File: src/regblk_pkg.sv
`default_nettype none

package regblk_pkg;

  // **********************************************************************
  // bus widths
  // **********************************************************************

  localparam int ADDR_WIDTH = 16;
  localparam int DATA_WIDTH = 32;
  localparam int STRB_WIDTH = DATA_WIDTH / 8;

  typedef logic [ADDR_WIDTH-1:0] addr_t;
  typedef logic [DATA_WIDTH-1:0] data_t;
  typedef logic [STRB_WIDTH-1:0] strb_t;

  // **********************************************************************
  // address map
  // **********************************************************************

  localparam int    NUM_REGS          = 4;
  localparam addr_t BASE_ADDRESS      = 16'h1000;       // register 0, then +4 each
  localparam data_t DEFAULT_READ_DATA = 32'hDEADBEAF;   // returned with pslverr

  // **********************************************************************
  // register kinds
  // **********************************************************************

  typedef enum logic [1:0] {
    KIND_RW   = 2'd0,   // read/write, drives hardware
    KIND_RO   = 2'd1,   // samples hardware
    KIND_W1C  = 2'd2,   // sticky set, write one to clear
    KIND_TRIG = 2'd3    // one-cycle pulse on write
  } reg_kind_e;

  localparam reg_kind_e REG_KINDS [NUM_REGS] = '{
    KIND_RW,
    KIND_RO,
    KIND_W1C,
    KIND_TRIG
  };

  localparam data_t RESET_VALUES [NUM_REGS] = '{
    32'h0000_00A5,
    32'h0000_0000,
    32'h0000_0000,
    32'h0000_0000
  };

  // apb slave handshake
  typedef enum logic [1:0] {
    ST_IDLE  = 2'd0,    // waiting for setup
    ST_WAIT  = 2'd1,    // first access cycle, strobes out
    ST_READY = 2'd2     // second access cycle, pready high
  } apb_state_e;

endpackage

`default_nettype wire

File: src/apb_regblk.sv
`default_nettype none

module apb_regblk import regblk_pkg::*; #(
  parameter int    NUM_REGS     = regblk_pkg::NUM_REGS,
  parameter addr_t BASE_ADDRESS = regblk_pkg::BASE_ADDRESS
) (
  input  wire logic                 clk,
  input  wire logic                 i_rst_n,
  input  wire logic                 i_psel,
  input  wire logic                 i_penable,
  input  wire logic                 i_pwrite,
  input  wire addr_t                i_paddr,
  input  wire data_t                i_pwdata,
  input  wire strb_t                i_pstrb,
  input  wire data_t [NUM_REGS-1:0] i_hw_in,
  output logic                      o_pready,
  output logic                      o_pslverr,
  output data_t                     o_prdata,
  output data_t [NUM_REGS-1:0]      o_hw_out
);

  logic  [NUM_REGS-1:0] sel;
  logic                 wr_stb;
  logic                 rd_stb;
  logic                 err;
  data_t                wdata;
  strb_t                wstrb;
  data_t [NUM_REGS-1:0] rd_value;

  apb_slave_port #(
    .NUM_REGS     (NUM_REGS),
    .BASE_ADDRESS (BASE_ADDRESS)
  ) u_port (
    .clk       (clk),
    .i_rst_n   (i_rst_n),
    .i_psel    (i_psel),
    .i_penable (i_penable),
    .i_pwrite  (i_pwrite),
    .i_paddr   (i_paddr),
    .i_pwdata  (i_pwdata),
    .i_pstrb   (i_pstrb),
    .o_pready  (o_pready),
    .o_sel     (sel),
    .o_wr_stb  (wr_stb),
    .o_rd_stb  (rd_stb),
    .o_err     (err),
    .o_wdata   (wdata),
    .o_wstrb   (wstrb)
  );

  // **********************************************************************
  // register array
  // **********************************************************************

  for (genvar i = 0; i < NUM_REGS; i++) begin : g_reg
    reg_slice #(
      .KIND        (REG_KINDS[i]),
      .RESET_VALUE (RESET_VALUES[i])
    ) u_slice (
      .clk        (clk),
      .i_rst_n    (i_rst_n),
      .i_sel      (sel[i]),
      .i_wr_stb   (wr_stb),
      .i_wdata    (wdata),
      .i_wstrb    (wstrb),
      .i_hw_in    (i_hw_in[i]),
      .o_rd_value (rd_value[i]),
      .o_hw_out   (o_hw_out[i])
    );
  end

  read_data_mux #(
    .NUM_REGS (NUM_REGS)
  ) u_mux (
    .clk        (clk),
    .i_rst_n    (i_rst_n),
    .i_sel      (sel),
    .i_rd_stb   (rd_stb),
    .i_wr_stb   (wr_stb),
    .i_err      (err),
    .i_rd_value (rd_value),
    .o_prdata   (o_prdata),
    .o_pslverr  (o_pslverr)
  );

endmodule

`default_nettype wire

File: src/apb_slave_port.sv
`default_nettype none

module apb_slave_port import regblk_pkg::*; #(
  parameter int    NUM_REGS     = regblk_pkg::NUM_REGS,
  parameter addr_t BASE_ADDRESS = regblk_pkg::BASE_ADDRESS
) (
  input  wire logic                clk,
  input  wire logic                i_rst_n,
  input  wire logic                i_psel,
  input  wire logic                i_penable,
  input  wire logic                i_pwrite,
  input  wire addr_t               i_paddr,
  input  wire data_t               i_pwdata,
  input  wire strb_t               i_pstrb,
  output logic                     o_pready,
  output logic [NUM_REGS-1:0]      o_sel,
  output logic                     o_wr_stb,
  output logic                     o_rd_stb,
  output logic                     o_err,
  output data_t                    o_wdata,
  output strb_t                    o_wstrb
);

  localparam addr_t MAP_SIZE = addr_t'(NUM_REGS * 4);

  apb_state_e state_q;
  apb_state_e state_d;
  addr_t      offset;
  logic       in_range;
  logic       aligned;
  logic       addr_ok;
  logic       access;

  // **********************************************************************
  // address decode
  // **********************************************************************

  assign offset   = i_paddr - BASE_ADDRESS;
  assign in_range = (i_paddr >= BASE_ADDRESS) && (offset < MAP_SIZE);
  assign aligned  = (i_paddr[1:0] == 2'b00);
  assign addr_ok  = in_range && aligned;

  always_comb begin
    o_sel = '0;
    for (int i = 0; i < NUM_REGS; i++) begin
      if (addr_ok && (offset == addr_t'(i * 4))) begin
        o_sel[i] = 1'b1;
      end
    end
  end

  assign o_err = !addr_ok;  // empty select on error

  // **********************************************************************
  // handshake FSM
  // **********************************************************************

  always_comb begin
    state_d = state_q;
    case (state_q)
      ST_IDLE: begin
        if (i_psel && !i_penable) begin  // setup phase seen
          state_d = ST_WAIT;
        end
      end
      ST_WAIT: begin
        state_d = ST_READY;
      end
      ST_READY: begin
        state_d = ST_IDLE;
      end
      default: begin
        state_d = ST_IDLE;
      end
    endcase
  end

  always_ff @(posedge clk) begin
    if (!i_rst_n) begin
      state_q <= ST_IDLE;
    end else begin
      state_q <= state_d;
    end
  end

  assign access   = (state_q == ST_WAIT) && i_psel && i_penable;
  assign o_wr_stb = access && i_pwrite;
  assign o_rd_stb = access && !i_pwrite;
  assign o_pready = (state_q == ST_READY);

  // master holds these through the access phase
  assign o_wdata = i_pwdata;
  assign o_wstrb = i_pwrite ? i_pstrb : '0;

endmodule

`default_nettype wire

File: src/read_data_mux.sv
`default_nettype none

module read_data_mux import regblk_pkg::*; #(
  parameter int NUM_REGS = regblk_pkg::NUM_REGS
) (
  input  wire logic                   clk,
  input  wire logic                   i_rst_n,
  input  wire logic  [NUM_REGS-1:0]   i_sel,
  input  wire logic                   i_rd_stb,
  input  wire logic                   i_wr_stb,
  input  wire logic                   i_err,
  input  wire data_t [NUM_REGS-1:0]   i_rd_value,
  output data_t                       o_prdata,
  output logic                        o_pslverr
);

  data_t sel_value;
  data_t prdata_q;
  logic  pslverr_q;

  // one-hot select, so an OR of masked values is enough
  always_comb begin
    sel_value = '0;
    for (int i = 0; i < NUM_REGS; i++) begin
      if (i_sel[i]) begin
        sel_value = sel_value | i_rd_value[i];
      end
    end
  end

  // **********************************************************************
  // response registers
  // **********************************************************************

  always_ff @(posedge clk) begin
    if (!i_rst_n) begin
      prdata_q  <= '0;
      pslverr_q <= 1'b0;
    end else begin
      if ((i_rd_stb || i_wr_stb) && i_err) begin
        prdata_q <= DEFAULT_READ_DATA;
      end else if (i_rd_stb) begin
        prdata_q <= sel_value;
      end
      if (i_rd_stb || i_wr_stb) begin
        pslverr_q <= i_err;  // lines up with pready
      end
    end
  end

  assign o_prdata  = prdata_q;
  assign o_pslverr = pslverr_q;

endmodule

`default_nettype wire

File: src/reg_slice.sv
`default_nettype none

module reg_slice import regblk_pkg::*; #(
  parameter reg_kind_e KIND        = KIND_RW,
  parameter data_t     RESET_VALUE = '0
) (
  input  wire logic  clk,
  input  wire logic  i_rst_n,
  input  wire logic  i_sel,
  input  wire logic  i_wr_stb,
  input  wire data_t i_wdata,
  input  wire strb_t i_wstrb,
  input  wire data_t i_hw_in,
  output data_t      o_rd_value,
  output data_t      o_hw_out
);

  data_t value_q;
  data_t value_d;
  data_t wr_mask;
  data_t wr_bits;
  logic  wr_en;

  // **********************************************************************
  // write qualification
  // **********************************************************************

  assign wr_en = i_sel && i_wr_stb;

  always_comb begin
    wr_mask = '0;
    for (int b = 0; b < STRB_WIDTH; b++) begin
      wr_mask[b*8 +: 8] = {8{i_wstrb[b]}};
    end
  end

  assign wr_bits = wr_en ? (i_wdata & wr_mask) : '0;  // strobed write bits

  // **********************************************************************
  // next value by kind
  // **********************************************************************

  always_comb begin
    value_d = value_q;
    case (KIND)
      KIND_RW: begin
        if (wr_en) begin
          value_d = (value_q & ~wr_mask) | wr_bits;
        end
      end
      KIND_RO: begin
        value_d = i_hw_in;  // sampled every cycle
      end
      KIND_W1C: begin
        value_d = (value_q & ~wr_bits) | i_hw_in;  // set wins over clear
      end
      KIND_TRIG: begin
        value_d = wr_bits;  // self-clearing
      end
      default: begin
        value_d = value_q;
      end
    endcase
  end

  always_ff @(posedge clk) begin
    if (!i_rst_n) begin
      value_q <= RESET_VALUE;
    end else begin
      value_q <= value_d;
    end
  end

  // **********************************************************************
  // bus and hardware views
  // **********************************************************************

  always_comb begin
    case (KIND)
      KIND_RW: begin
        o_rd_value = value_q;
        o_hw_out   = value_q;
      end
      KIND_RO: begin
        o_rd_value = value_q;
        o_hw_out   = '0;      // nothing driven back
      end
      KIND_W1C: begin
        o_rd_value = value_q;
        o_hw_out   = value_q; // sticky status
      end
      KIND_TRIG: begin
        o_rd_value = '0;
        o_hw_out   = value_q; // pulse
      end
      default: begin
        o_rd_value = '0;
        o_hw_out   = '0;
      end
    endcase
  end

endmodule

`default_nettype wire

File: config.mk
export PLATFORM = sky130hd
export DESIGN_NAME = apb_regblk
export DESIGN_NICKNAME = d
export VERILOG_FILES = /design/src/regblk_pkg.sv /design/src/apb_regblk.sv /design/src/apb_slave_port.sv /design/src/read_data_mux.sv /design/src/reg_slice.sv
export SDC_FILE = /design/constraint.sdc
export NUM_CORES = 1
export LEC_CHECK = 0
export BUFFER_PORTS_ARGS = -buffer_cell sky130_fd_sc_hd__buf_2
export CAP_MARGIN = 20
export CORE_AREA = 4 4 134 136
export CTS_CLUSTER_SIZE = 25
export DETAILED_ROUTE_END_ITERATION = 6
export DIE_AREA = 0 0 138 140
export PLACE_DENSITY = 0.72
export SYNTH_ARGS = -nofsm -noshare
export SYNTH_HDL_FRONTEND = slang
export SYNTH_SLANG_ARGS = --single-unit
File: constraint.sdc
create_clock -name clk -period 3.55 [get_ports clk]
set_input_delay 0.355 -clock clk [delete_from_list [all_inputs] [get_ports clk]]
set_output_delay 0.355 -clock clk [all_outputs]
set_load 0.005 [all_outputs]
* After elaboration in Yosys (flattened, before gate mapping) *
Cells that the tools add are included.

word-level totals
  bits in registers = 163
  bits in latches = 0
  memory bits (writable) = 0
  memory bits (read-only) = 0
  bits of input ports = 185
  output and inout bits = 162
  word-level logic and storage cells = 66
  memories kept = 0

cells by class
  add/sub/neg operators = 1
  multiply operators = 0
  div/mod/pow operators = 0
  magnitude comparators = 2
  equality and inequality tests = 6
  shift-type cells = 0
  multiplexer cells = 14
  bitwise gates (word level) = 10
  reductions and logical operators = 25

operators by type and width
  cell                                                                                   number
  32-bit two-way mux                                                                     7
  32-bit bitwise OR                                                                      4
  32-bit bitwise AND                                                                     3
  32-bit NOT                                                                             2
  16-bit by 4-bit == test with 1-bit output, second input constant                       2
  16-bit by 3-bit == test with 1-bit output, second input constant                       1
  16-bit by 13-bit greater-or-equal comparator with 1-bit output, second input constant  1
  16-bit logical NOT                                                                     1
  16-bit by 5-bit < comparator with 1-bit output, second input constant                  1
  16-bit by 13-bit subtractor with 16-bit output, second input constant                  1
  1-bit logical AND                                                                      15
  2-bit logical NOT                                                                      2
  1-bit two-way mux                                                                      4
  4-bit two-way mux                                                                      1
  2-bit case mux with 2 select lines                                                     1
  1-bit logical NOT                                                                      3
  2-bit by 1-bit == test with 1-bit output, second input constant                        1
  2-bit == test, second input constant                                                   1
  2-bit two-way mux                                                                      1
  2-bit by 1-bit inequality test with 1-bit output, second input constant                1
  2-bit AND reduction                                                                    1
  2-bit nonzero test                                                                     1
  2-bit OR reduction                                                                     1
  1-bit logical OR                                                                       1
  1-bit NOT                                                                              1

* Longest topological paths before layout *
Gate-level depths: netlist of the first run.

  word-level depth = 13
  mapped depth = 7
  gate-level depth less buffers = 4

* Cells and area by module *
From an unflattened synthesis of the first run, not the netlist that was laid out.

second synthesis, totals
  cell total of the unflattened synthesis = 793
  area, all modules = 7410.9 um^2

by module, submodules not included
  module                        instances  cells each  area an instance (um^2)
  read_data_mux                 1          188         1680.4
  reg_slice (g_reg[0].u_slice)  1          175         1546.5
  reg_slice (g_reg[2].u_slice)  1          171         1446.4
  reg_slice (g_reg[1].u_slice)  1          100         1139.8
  reg_slice (g_reg[3].u_slice)  1          101         1129.8
  apb_slave_port                1          58          467.9

* Worst setup path after synthesis of the first run *
Ideal clock, no wire load.

  path type = input port to flip-flop
  start point = input port i_paddr[1]
  end point = register g_reg[0].u_slice.value_q[10]
  setup time = 0.137 ns
  arrival time = 1.658 ns
  data required time = 3.413 ns
  setup slack = 1.755 ns
  cell stages on the path = 4
  path through = or4_1 buf_2 nor4_2 o2bb2ai_1

between the ends
  word-level cells in the longest chain between the ends = 9
  elaborated cells between the ends (all ways) = 12
  those cells by class = 1 x add/sub; 2 x order compare; 2 x mux; 1 x bitwise; 6 x reduce/logical

RTL lines
  element                                         RTL line              text
  from (decl)                                     apb_regblk.sv:12      input wire addr_t i_paddr,
  16-bit by 13-bit subtractor with 16-bit output  apb_slave_port.sv:38  assign offset = i_paddr - BASE_ADDRESS;
  16-bit by 5-bit < comparator with 1-bit output  apb_slave_port.sv:39  assign in_range = (i_paddr >= BASE_ADDRESS) && (offset < MAP_SIZE);
  1-bit logical AND                               apb_slave_port.sv:39
  1-bit logical AND                               apb_slave_port.sv:41  assign addr_ok = in_range && aligned;
  1-bit logical AND (*)                           apb_slave_port.sv:46  if (addr_ok && (offset == addr_t'(i * 4))) begin
  1-bit two-way mux (*)                           apb_slave_port.sv:46
  1-bit logical AND (*)                           reg_slice.sv:28       assign wr_en = i_sel && i_wr_stb;
  32-bit two-way mux                              reg_slice.sv:37       assign wr_bits = wr_en ? (i_wdata & wr_mask) : '0;
  32-bit bitwise OR                               reg_slice.sv:48       value_d = (value_q & ~wr_mask) | wr_bits;
  to (signal assigned)                            reg_slice.sv:70       value_q <= value_d;
  to (decl)                                       reg_slice.sv:18       data_t value_q;

Every way passes the cells marked *; elsewhere a longest branch is shown, timed or not.
A chain may end at the register's enable or synchronous reset.

* Worst setup path after layout of the first run *
  start point = register u_port.state_q[1]
  end point = register u_mux.prdata_q[9], in the netlist u_mux.o_prdata[9]

between the ends
  word-level cells in the longest chain between the ends = 7
  elaborated cells between the ends (all ways) = 9
  those cells by class = 1 x eq/ne; 1 x mux; 7 x reduce/logical

RTL lines
  element                                                          RTL line                                    text
  from (decl)                                                      apb_slave_port.sv:26                        apb_state_e state_q;
  from (signal assigned)                                           apb_slave_port.sv:82                        state_q <= state_d;
  2-bit by 1-bit == test with 1-bit output (*)                     apb_slave_port.sv:86                        assign access = (state_q == ST_WAIT) && i_psel && i_penable;
  1-bit logical AND (*) (2 in a row)                               apb_slave_port.sv:86
  1-bit logical AND, on equally long branches                      apb_slave_port.sv:88, apb_slave_port.sv:87
  1-bit logical OR                                                 read_data_mux.sv:40                         if ((i_rd_stb || i_wr_stb) && i_err) begin
  1-bit logical AND                                                read_data_mux.sv:40
  32-bit two-way mux / 2-bit nonzero test (equally long branches)  n/a
  to (signal assigned)                                             read_data_mux.sv:43                         prdata_q <= sel_value;
  to (decl)                                                        read_data_mux.sv:18                         data_t prdata_q;

Marked as above.

==> results of run 1 <==
## flip-flops by register name (all words and copies together), names as in the netlist
signal,count
g.u_slice.o_hw_out,96
u_port.state_q,2
g.u_slice.o_rd_value,32
u_mux.o_prdata,32
u_mux.o_pslverr,1
## worst max-delay path, cell delays in order, from the launching register on
cell and delay [ns]:
dfxtp_1 0.34, nand4b_1 0.30, or3_1 0.88, o221a_2 0.44
## worst max-delay path by stage
stage | from | end | slack, ns | cells after the start
5_1_grt | u_port.state_q[0] | g_reg[0].u_slice.o_hw_out[31] | 1.39 | 4
3_3_place_gp | i_paddr[7] | u_mux.o_prdata[21] | 1.10 | 5
6_report | u_port.state_q[1] | u_mux.o_prdata[9] | 1.46 | 3
3_5_place_dp | i_paddr[7] | u_mux.o_prdata[12] | 1.08 | 5
4_1_cts | u_port.state_q[1] | u_mux.o_prdata[9] | 1.46 | 3
2_1_floorplan | i_paddr[1] | g_reg[0].u_slice.o_hw_out[10] | 1.75 | 4
## routing by layer
metal,vias up,GRT usage,part of all wire
met3,38,0.0673,0.074
met4,2,0.0738,0.020
met1,2936,0.270,0.43
li1,3030,-,-
met2,248,0.356,0.48
met5,-,0,0.00059
## cells by family after synthesis
group | count (synthesis) | share of synthesized area
AOI/OAI and AO/OA | 129 | 0.142
buffers and inverters | 105 | 0.0816
DFF | 163 | 0.484
muxes | 33 | 0.0490
other | 1 | 0.000557
and+or+nand+nor | 327 | 0.242
## cells in the mapped netlist, drive strengths merged, types with 3 or more instances
master / count / area [um2]
mux2i: 33 / 330
dfxtp: 163 / 3260
nand4: 3 / 25.0
nor4: 65 / 470
o2bb2ai: 36 / 315
o221a: 23 / 259
inv: 4 / 15.0
o21ai: 54 / 270
o221ai: 4 / 35.0
buf: 54 / 358
o22ai: 9 / 56.3
clkbuf: 47 / 176
nor2: 36 / 135
and2: 36 / 225
or3: 3 / 18.8
nand2: 171 / 642
## power breakdown
part / switching (mW) / internal (mW)
logic: 0.195 / 0.141
clock network: 0.765 / 1.11
registers: 0.0351 / 1.89
total: 0.995 / 3.14
## through the flow
step | setup WS, ns | cells | util | area [um2] | hold WS (ns)
3_3_place_gp | 1.10 | 1177 | 0.472 | 8000 | 0.452
6_report | 1.46 | 1209 | 0.507 | 8590 | 0.120
3_5_place_dp | 1.08 | 1177 | 0.472 | 8000 | 0.462
4_1_cts | 1.46 | 1209 | 0.507 | 8590 | 0.111
5_1_grt | 1.39 | 1209 | 0.507 | 8590 | 0.118
2_1_floorplan | 1.75 | 789 | - | 6850 | 0.462
## area by class of cell
type / count / share of cell area
multi-input cells: 521 / 0.356
flip-flops and latches: 163 / 0.380
repair buffers: 264 / 0.160
well taps: 225 / 0.0328
clock buffers: 20 / 0.0508
clock inverters: 12 / 0.0182
inverters: 4 / 0.00175
==> results.json, run 1 <==
{
  "status": "finished clean",
  "power_mw": 4.13,
  "yosysUniqueCellTypes": 36,
  "port_buffers": 250,
  "vdd_ir_drop_max_mv": 0.343,
  "syn2layout_area_growth_pct": 27.5,
  "vias": 6254,
  "finalSetupTns_ns": 0,
  "syn-instance-count": 758,
  "arrival_ns": 2.40,
  "die_h_um": 140,
  "cts_buffers": 17,
  "grt_use_total": 0.216,
  "powerDensity_mw_per_mm2": 481,
  "multiInputGateArea_mm2": 0.00306,
  "final.period_utilization": 0.589,
  "cts.repair.resized": 0,
  "hold_depth": 3,
  "cts_buffer_depth": 2,
  "path_class": "flop to flop",
  "grt_max_degree": 133,
  "rsz0062_at_grt": "no",
  "drc": 0,
  "slew_violations": 0,
  "fill_cells": 1673,
  "syn_area_mm2": 0.00674,
  "initial_core_util": 0.398,
  "yosysSeqAreaShare": 0.484,
  "avgSynthCellArea_um2": 8.89,
  "hold_path_class": "input pin to flop",
  "timing.rr.end": "u_mux.o_prdata[9]",
  "coreArea_mm2": 0.0169,
  "r2r-start": "u_port.state_q[1]",
  "gr-total-overflow": 0,
  "drive_gt1_frac": 0.332,
  "r2r_cells": 3,
  "ff_latch_area_mm2": 0.00326,
  "layout_common_cells": "249 x buf_2, 170 x nand2_1, 163 x dfxtp_1, 59 x nor4_1, 54 x o21ai_0",
  "final_common_cell": "buf_2",
  "skew_ns": 0.00881,
  "num_rows": 48,
  "wire_per_inst_um": 18.1,
  "min-delay-start": "i_hw_in[83]",
  "drt-initial-drc-count": 385,
  "die_x_um": 138,
  "r2r_slack_ns": 1.46,
  "grt_pass1_vias": 5929,
  "firstDrtPassIters": 5,
  "maxCapViolCount": 0,
  "h-tree-depth": 4,
  "yosys_register_bits": 163,
  "avgViaCountPerCell": 5.17,
  "fin_crit_ns": 2.09,
  "cp.required_ns": 3.86,
  "clk_latency_ns": 0.42,
  "crit_fanout": 22,
  "numClockSinks": 163,
  "async_flop_share": 0,
  "slew_headroom": 0.236,
  "finalWirelength_mm": 21.9,
  "dieArea_mm2": 0.0193,
  "gp_congestion": 0.784,
  "path_clk_slew_ns": 0.07,
  "dp_hpwl_mm": 14.6,
  "min_to": "g_reg[2].u_slice.o_hw_out[19]",
  "yosysWarnings": 0,
  "cts_tree": "built",
  "cp-end-kind": "flop",
  "cts.hold.buffers_added": 0,
  "hold_viol_final": 0,
  "nets": 1156,
  "synth_edf_count": 0,
  "finalSetupViolCount": 0,
  "fmax_mhz": 479,
  "leakage_nw": 3.84,
  "antenna_found_initial": 1,
  "num_io_pins": 347,
  "cp-start-kind": "flop",
  "synth-main-ff-cell": "dfxtp_1",
  "worst_pin_slew_ns": 1.15,
  "root_buffer": "clkbuf_16",
  "post-cts-setup-buffer-count": 0,
  "drtAntennaViolNets": 0,
  "n_antenna_cell": 0,
  "grt_pass1_wl_mm": 33.3
}
Note: power is estimated with default switching activity, not from simulation.
==> inputs of run 2 (changes only) <==
Settings changed: ABC_AREA from default to 1, CORE_AREA 4 4 134 136 to 4 4 133 135, DIE_AREA 0 0 138 140 to 0 0 137 139, PLACE_DENSITY 0.72 to 0.75.
Clock period 3.55 ns to 2.1 ns, I/O delays scaled along.
==> run 2 against run 1 <==
Final cell count grew 25%. Worst hold slack lost 0.11 ns. Largest power group unchanged. Setup slack lost 1.3 ns. Area after synthesis is 5.4% higher. First-iteration DRC count decreased by 2.9%. Non-clock buffer count is 38 higher.
==> results.json, run 2 <==
{
  "arrival_ns": 2.19,
  "holdWs_ns": 0.0108,
  "final_common_cell": "buf_2",
  "slew_violations": 0,
  "cp.required_ns": 2.37,
  "wire_per_inst_um": 14.7,
  "clk_latency_ns": 0.43,
  "dieArea_mm2": 0.0190,
  "switching_share": 0.248,
  "synthTopCellsByCount": "211 x inv_1, 173 x nand2_1, 163 x dfxtp_1, 142 x nand3_1, 78 x nor2_1",
  "drive_gt1_frac": 0.257,
  "yosysWarnings": 0,
  "critPathLaunch": "i_penable",
  "dp_hpwl_mm": 15.1,
  "synth_edf_count": 0,
  "vdd_ir_drop_max_mv": 0.541,
  "min-delay-start": "i_hw_in[82]",
  "synth-main-ff-cell": "dfxtp_1",
  "antenna_found_initial": 1,
  "largest_reg_flops": 96,
  "async_flop_share": 0,
  "drt-initial-drc-count": 374,
  "maxCapViolCount": 0,
  "syn2layout_area_growth_pct": 32.1,
  "fin_crit_ns": 1.92,
  "num_rows": 47,
  "powerDensity_mw_per_mm2": 744,
  "status": "finished clean",
  "p_seq_frac": 0.464,
  "path_class": "input pin to flop",
  "avgViaCountPerCell": 4.68,
  "grt_pass1_vias": 7001,
  "wl_met3_mm": 1.66,
  "firstDrtPassIters": 5,
  "cp-start-kind": "input pin",
  "gr-total-overflow": 0,
  "avgSynthCellArea_um2": 7.03,
  "r2r-start": "u_port.state_q[1]",
  "hold_path_class": "input pin to flop",
  "yosysUniqueCellTypes": 24,
  "root_buffer": "clkbuf_16",
  "combPwrFrac": 0.079,
  "grt_max_degree": 66,
  "die_h_um": 139,
  "finalSetupTns_ns": 0,
  "skew_ns": 0.00887,
  "drtAntennaViolNets": 0,
  "path_clk_slew_ns": 0.07,
  "n_antenna_cell": 0,
  "worst_pin_slew_ns": 0.811,
  "hold_depth": 3,
  "hold_viol_final": 0,
  "top_layer": "met5",
  "rsz0062_at_grt": "no",
  "gp_congestion": 0.819,
  "initial_core_util": 0.431,
  "slew_headroom": 0.459,
  "drc": 0,
  "switchingPower_mw": 1.73,
  "syn_area_mm2": 0.00710,
  "final.period_utilization": 0.916,
  "crit_fanout": 21,
  "cts_tree": "built",
  "finalWirelength_mm": 22.2,
  "h-tree-depth": 4,
  "wl_met2_mm": 10.9,
  "layout_common_cells": "250 x buf_2, 210 x inv_1, 173 x nand2_1, 163 x dfxtp_1, 142 x nand3_1",
  "num_io_pins": 347,
  "internal-power_mw": 5.25,
  "port_buffers": 250,
  "cp-end-kind": "flop",
  "numClockSinks": 163,
  "grt_use_total": 0.230,
  "finalSetupViolCount": 0,
  "coreArea_mm2": 0.0165,
  "wl_met1_mm": 8.97,
  "grt_pass1_wl_mm": 34.4,
  "yosys.area.top_type_share": 0.460,
  "cts_buffer_depth": 2,
  "synth_area_leaders": "dfxtp_1 46%, inv_1 11%, nand3_1 10%",
  "vias": 7080,
  "clkPwrFrac": 0.457,
  "yosysTopAreaCell": "dfxtp_1",
  "nets": 1466,
  "cts.repair.resized": 0,
  "r2r_cells": 8,
  "yosys_register_bits": 163,
  "fmax_mhz": 520,
  "r2r_slack_ns": 0.21,
  "syn-instance-count": 1010,
  "yosysSeqAreaShare": 0.460,
  "leakage_nw": 5.17,
  "cts_buffers": 17,
  "die_x_um": 137,
  "synth_most_common_cell": "inv_1"
}
## run 2: cell count changes in the layout (fill, tap and decap cells not counted), moves of 7 or more
| cell | previous run | this run |
|---|---|---|
| inv_1 | 4 | 210 |
| nand3_1 | 2 | 142 |
| a21oi_1 | 1 | 73 |
| nor4_1 | 59 | 2 |
| nor2_1 | 36 | 77 |
| dlygate4sd3_1 | 0 | 38 |
| and2_1 | 36 | 0 |
| o2bb2ai_1 | 36 | 0 |
| mux2i_1 | 33 | 0 |
| o221a_2 | 22 | 0 |
| nor2_2 | 0 | 20 |
| o22ai_1 | 9 | 0 |
| o21ai_0 | 54 | 47 |
## run 2: worst paths after layout
check	endpoint
worst max-delay path	g_reg[0].u_slice.o_hw_out[11]
worst min-delay path	g_reg[2].u_slice.o_hw_out[18]
worst min register to register	u_port.state_q[0]
worst max register to register	g_reg[0].u_slice.o_hw_out[11]
## run 2: worst max-delay path, cell delays in order
cell and delay [ns]:
dlygate4sd3_1 0.52, buf_2 0.12, nand4_2 0.15, nor2_2 0.17, inv_1 0.12, nor2_8 0.36, nand2_1 0.33, nand2_1 0.14
a21oi_1 0.07
## run 2: logic make-up after synthesis
kind of cell / Yosys count / share of synthesized area
simple gates: 429 / 0.271
buf+inv: 297 / 0.184
flops: 163 / 0.460
compound gates: 120 / 0.0846
other cells: 1 / 0.000528
## run 2: layout make-up
| class | instances | area [um2] |
|---|---|---|
| Multi-Input combinational cell | 581 | 2660 |
| Timing Repair Buffer | 302 | 1760 |
| Clock inverter | 14 | 166 |
| Sequential cell | 163 | 3260 |
| Tap cell | 220 | 275 |
| Fill cell | 1528 | 7090 |
| Inverter | 216 | 811 |
| Clock buffer | 18 | 439 |
## run 2: repair_timing
action / CTS / global route
endpoints found under the hold margin: 38 / 0
hold buffers: 38 / 0
setup endpoints to repair: 0 / 0
setup buffers: 0 / 0
## run 2: power by group through the flow
stage	combinational (mW)	sequential, mW	clock [mW]
final	0.549	3.24	3.19
after global routing	0.618	3.25	3.37
after CTS	0.547	3.24	3.25
after detailed placement	0.490	3.31	0
after global placement	0.484	3.31	0
after floorplan	0.265	3.30	0
## run 2: per-layer routing
layer / up-vias / GRT usage
li1: 3563 / -
met1: 3184 / 0.259
met2: 277 / 0.404
met3: 54 / 0.0613
met4: 2 / 0.0966
met5: - / 0
## run 2: metrics by stage
stage                     power (mW)  cell area (um2)  instances  utilization  worst slack, ns
after floorplan                 3.57             7210       1041            -            0.745
after global routing            7.24             9370       1514        0.569          0.00628
after detailed placement        3.80             8390       1444        0.509            0.143
final                           6.98             9370       1514        0.569            0.177
after global placement          3.79             8390       1444        0.509            0.204
after CTS                       7.03             9370       1514        0.569            0.164
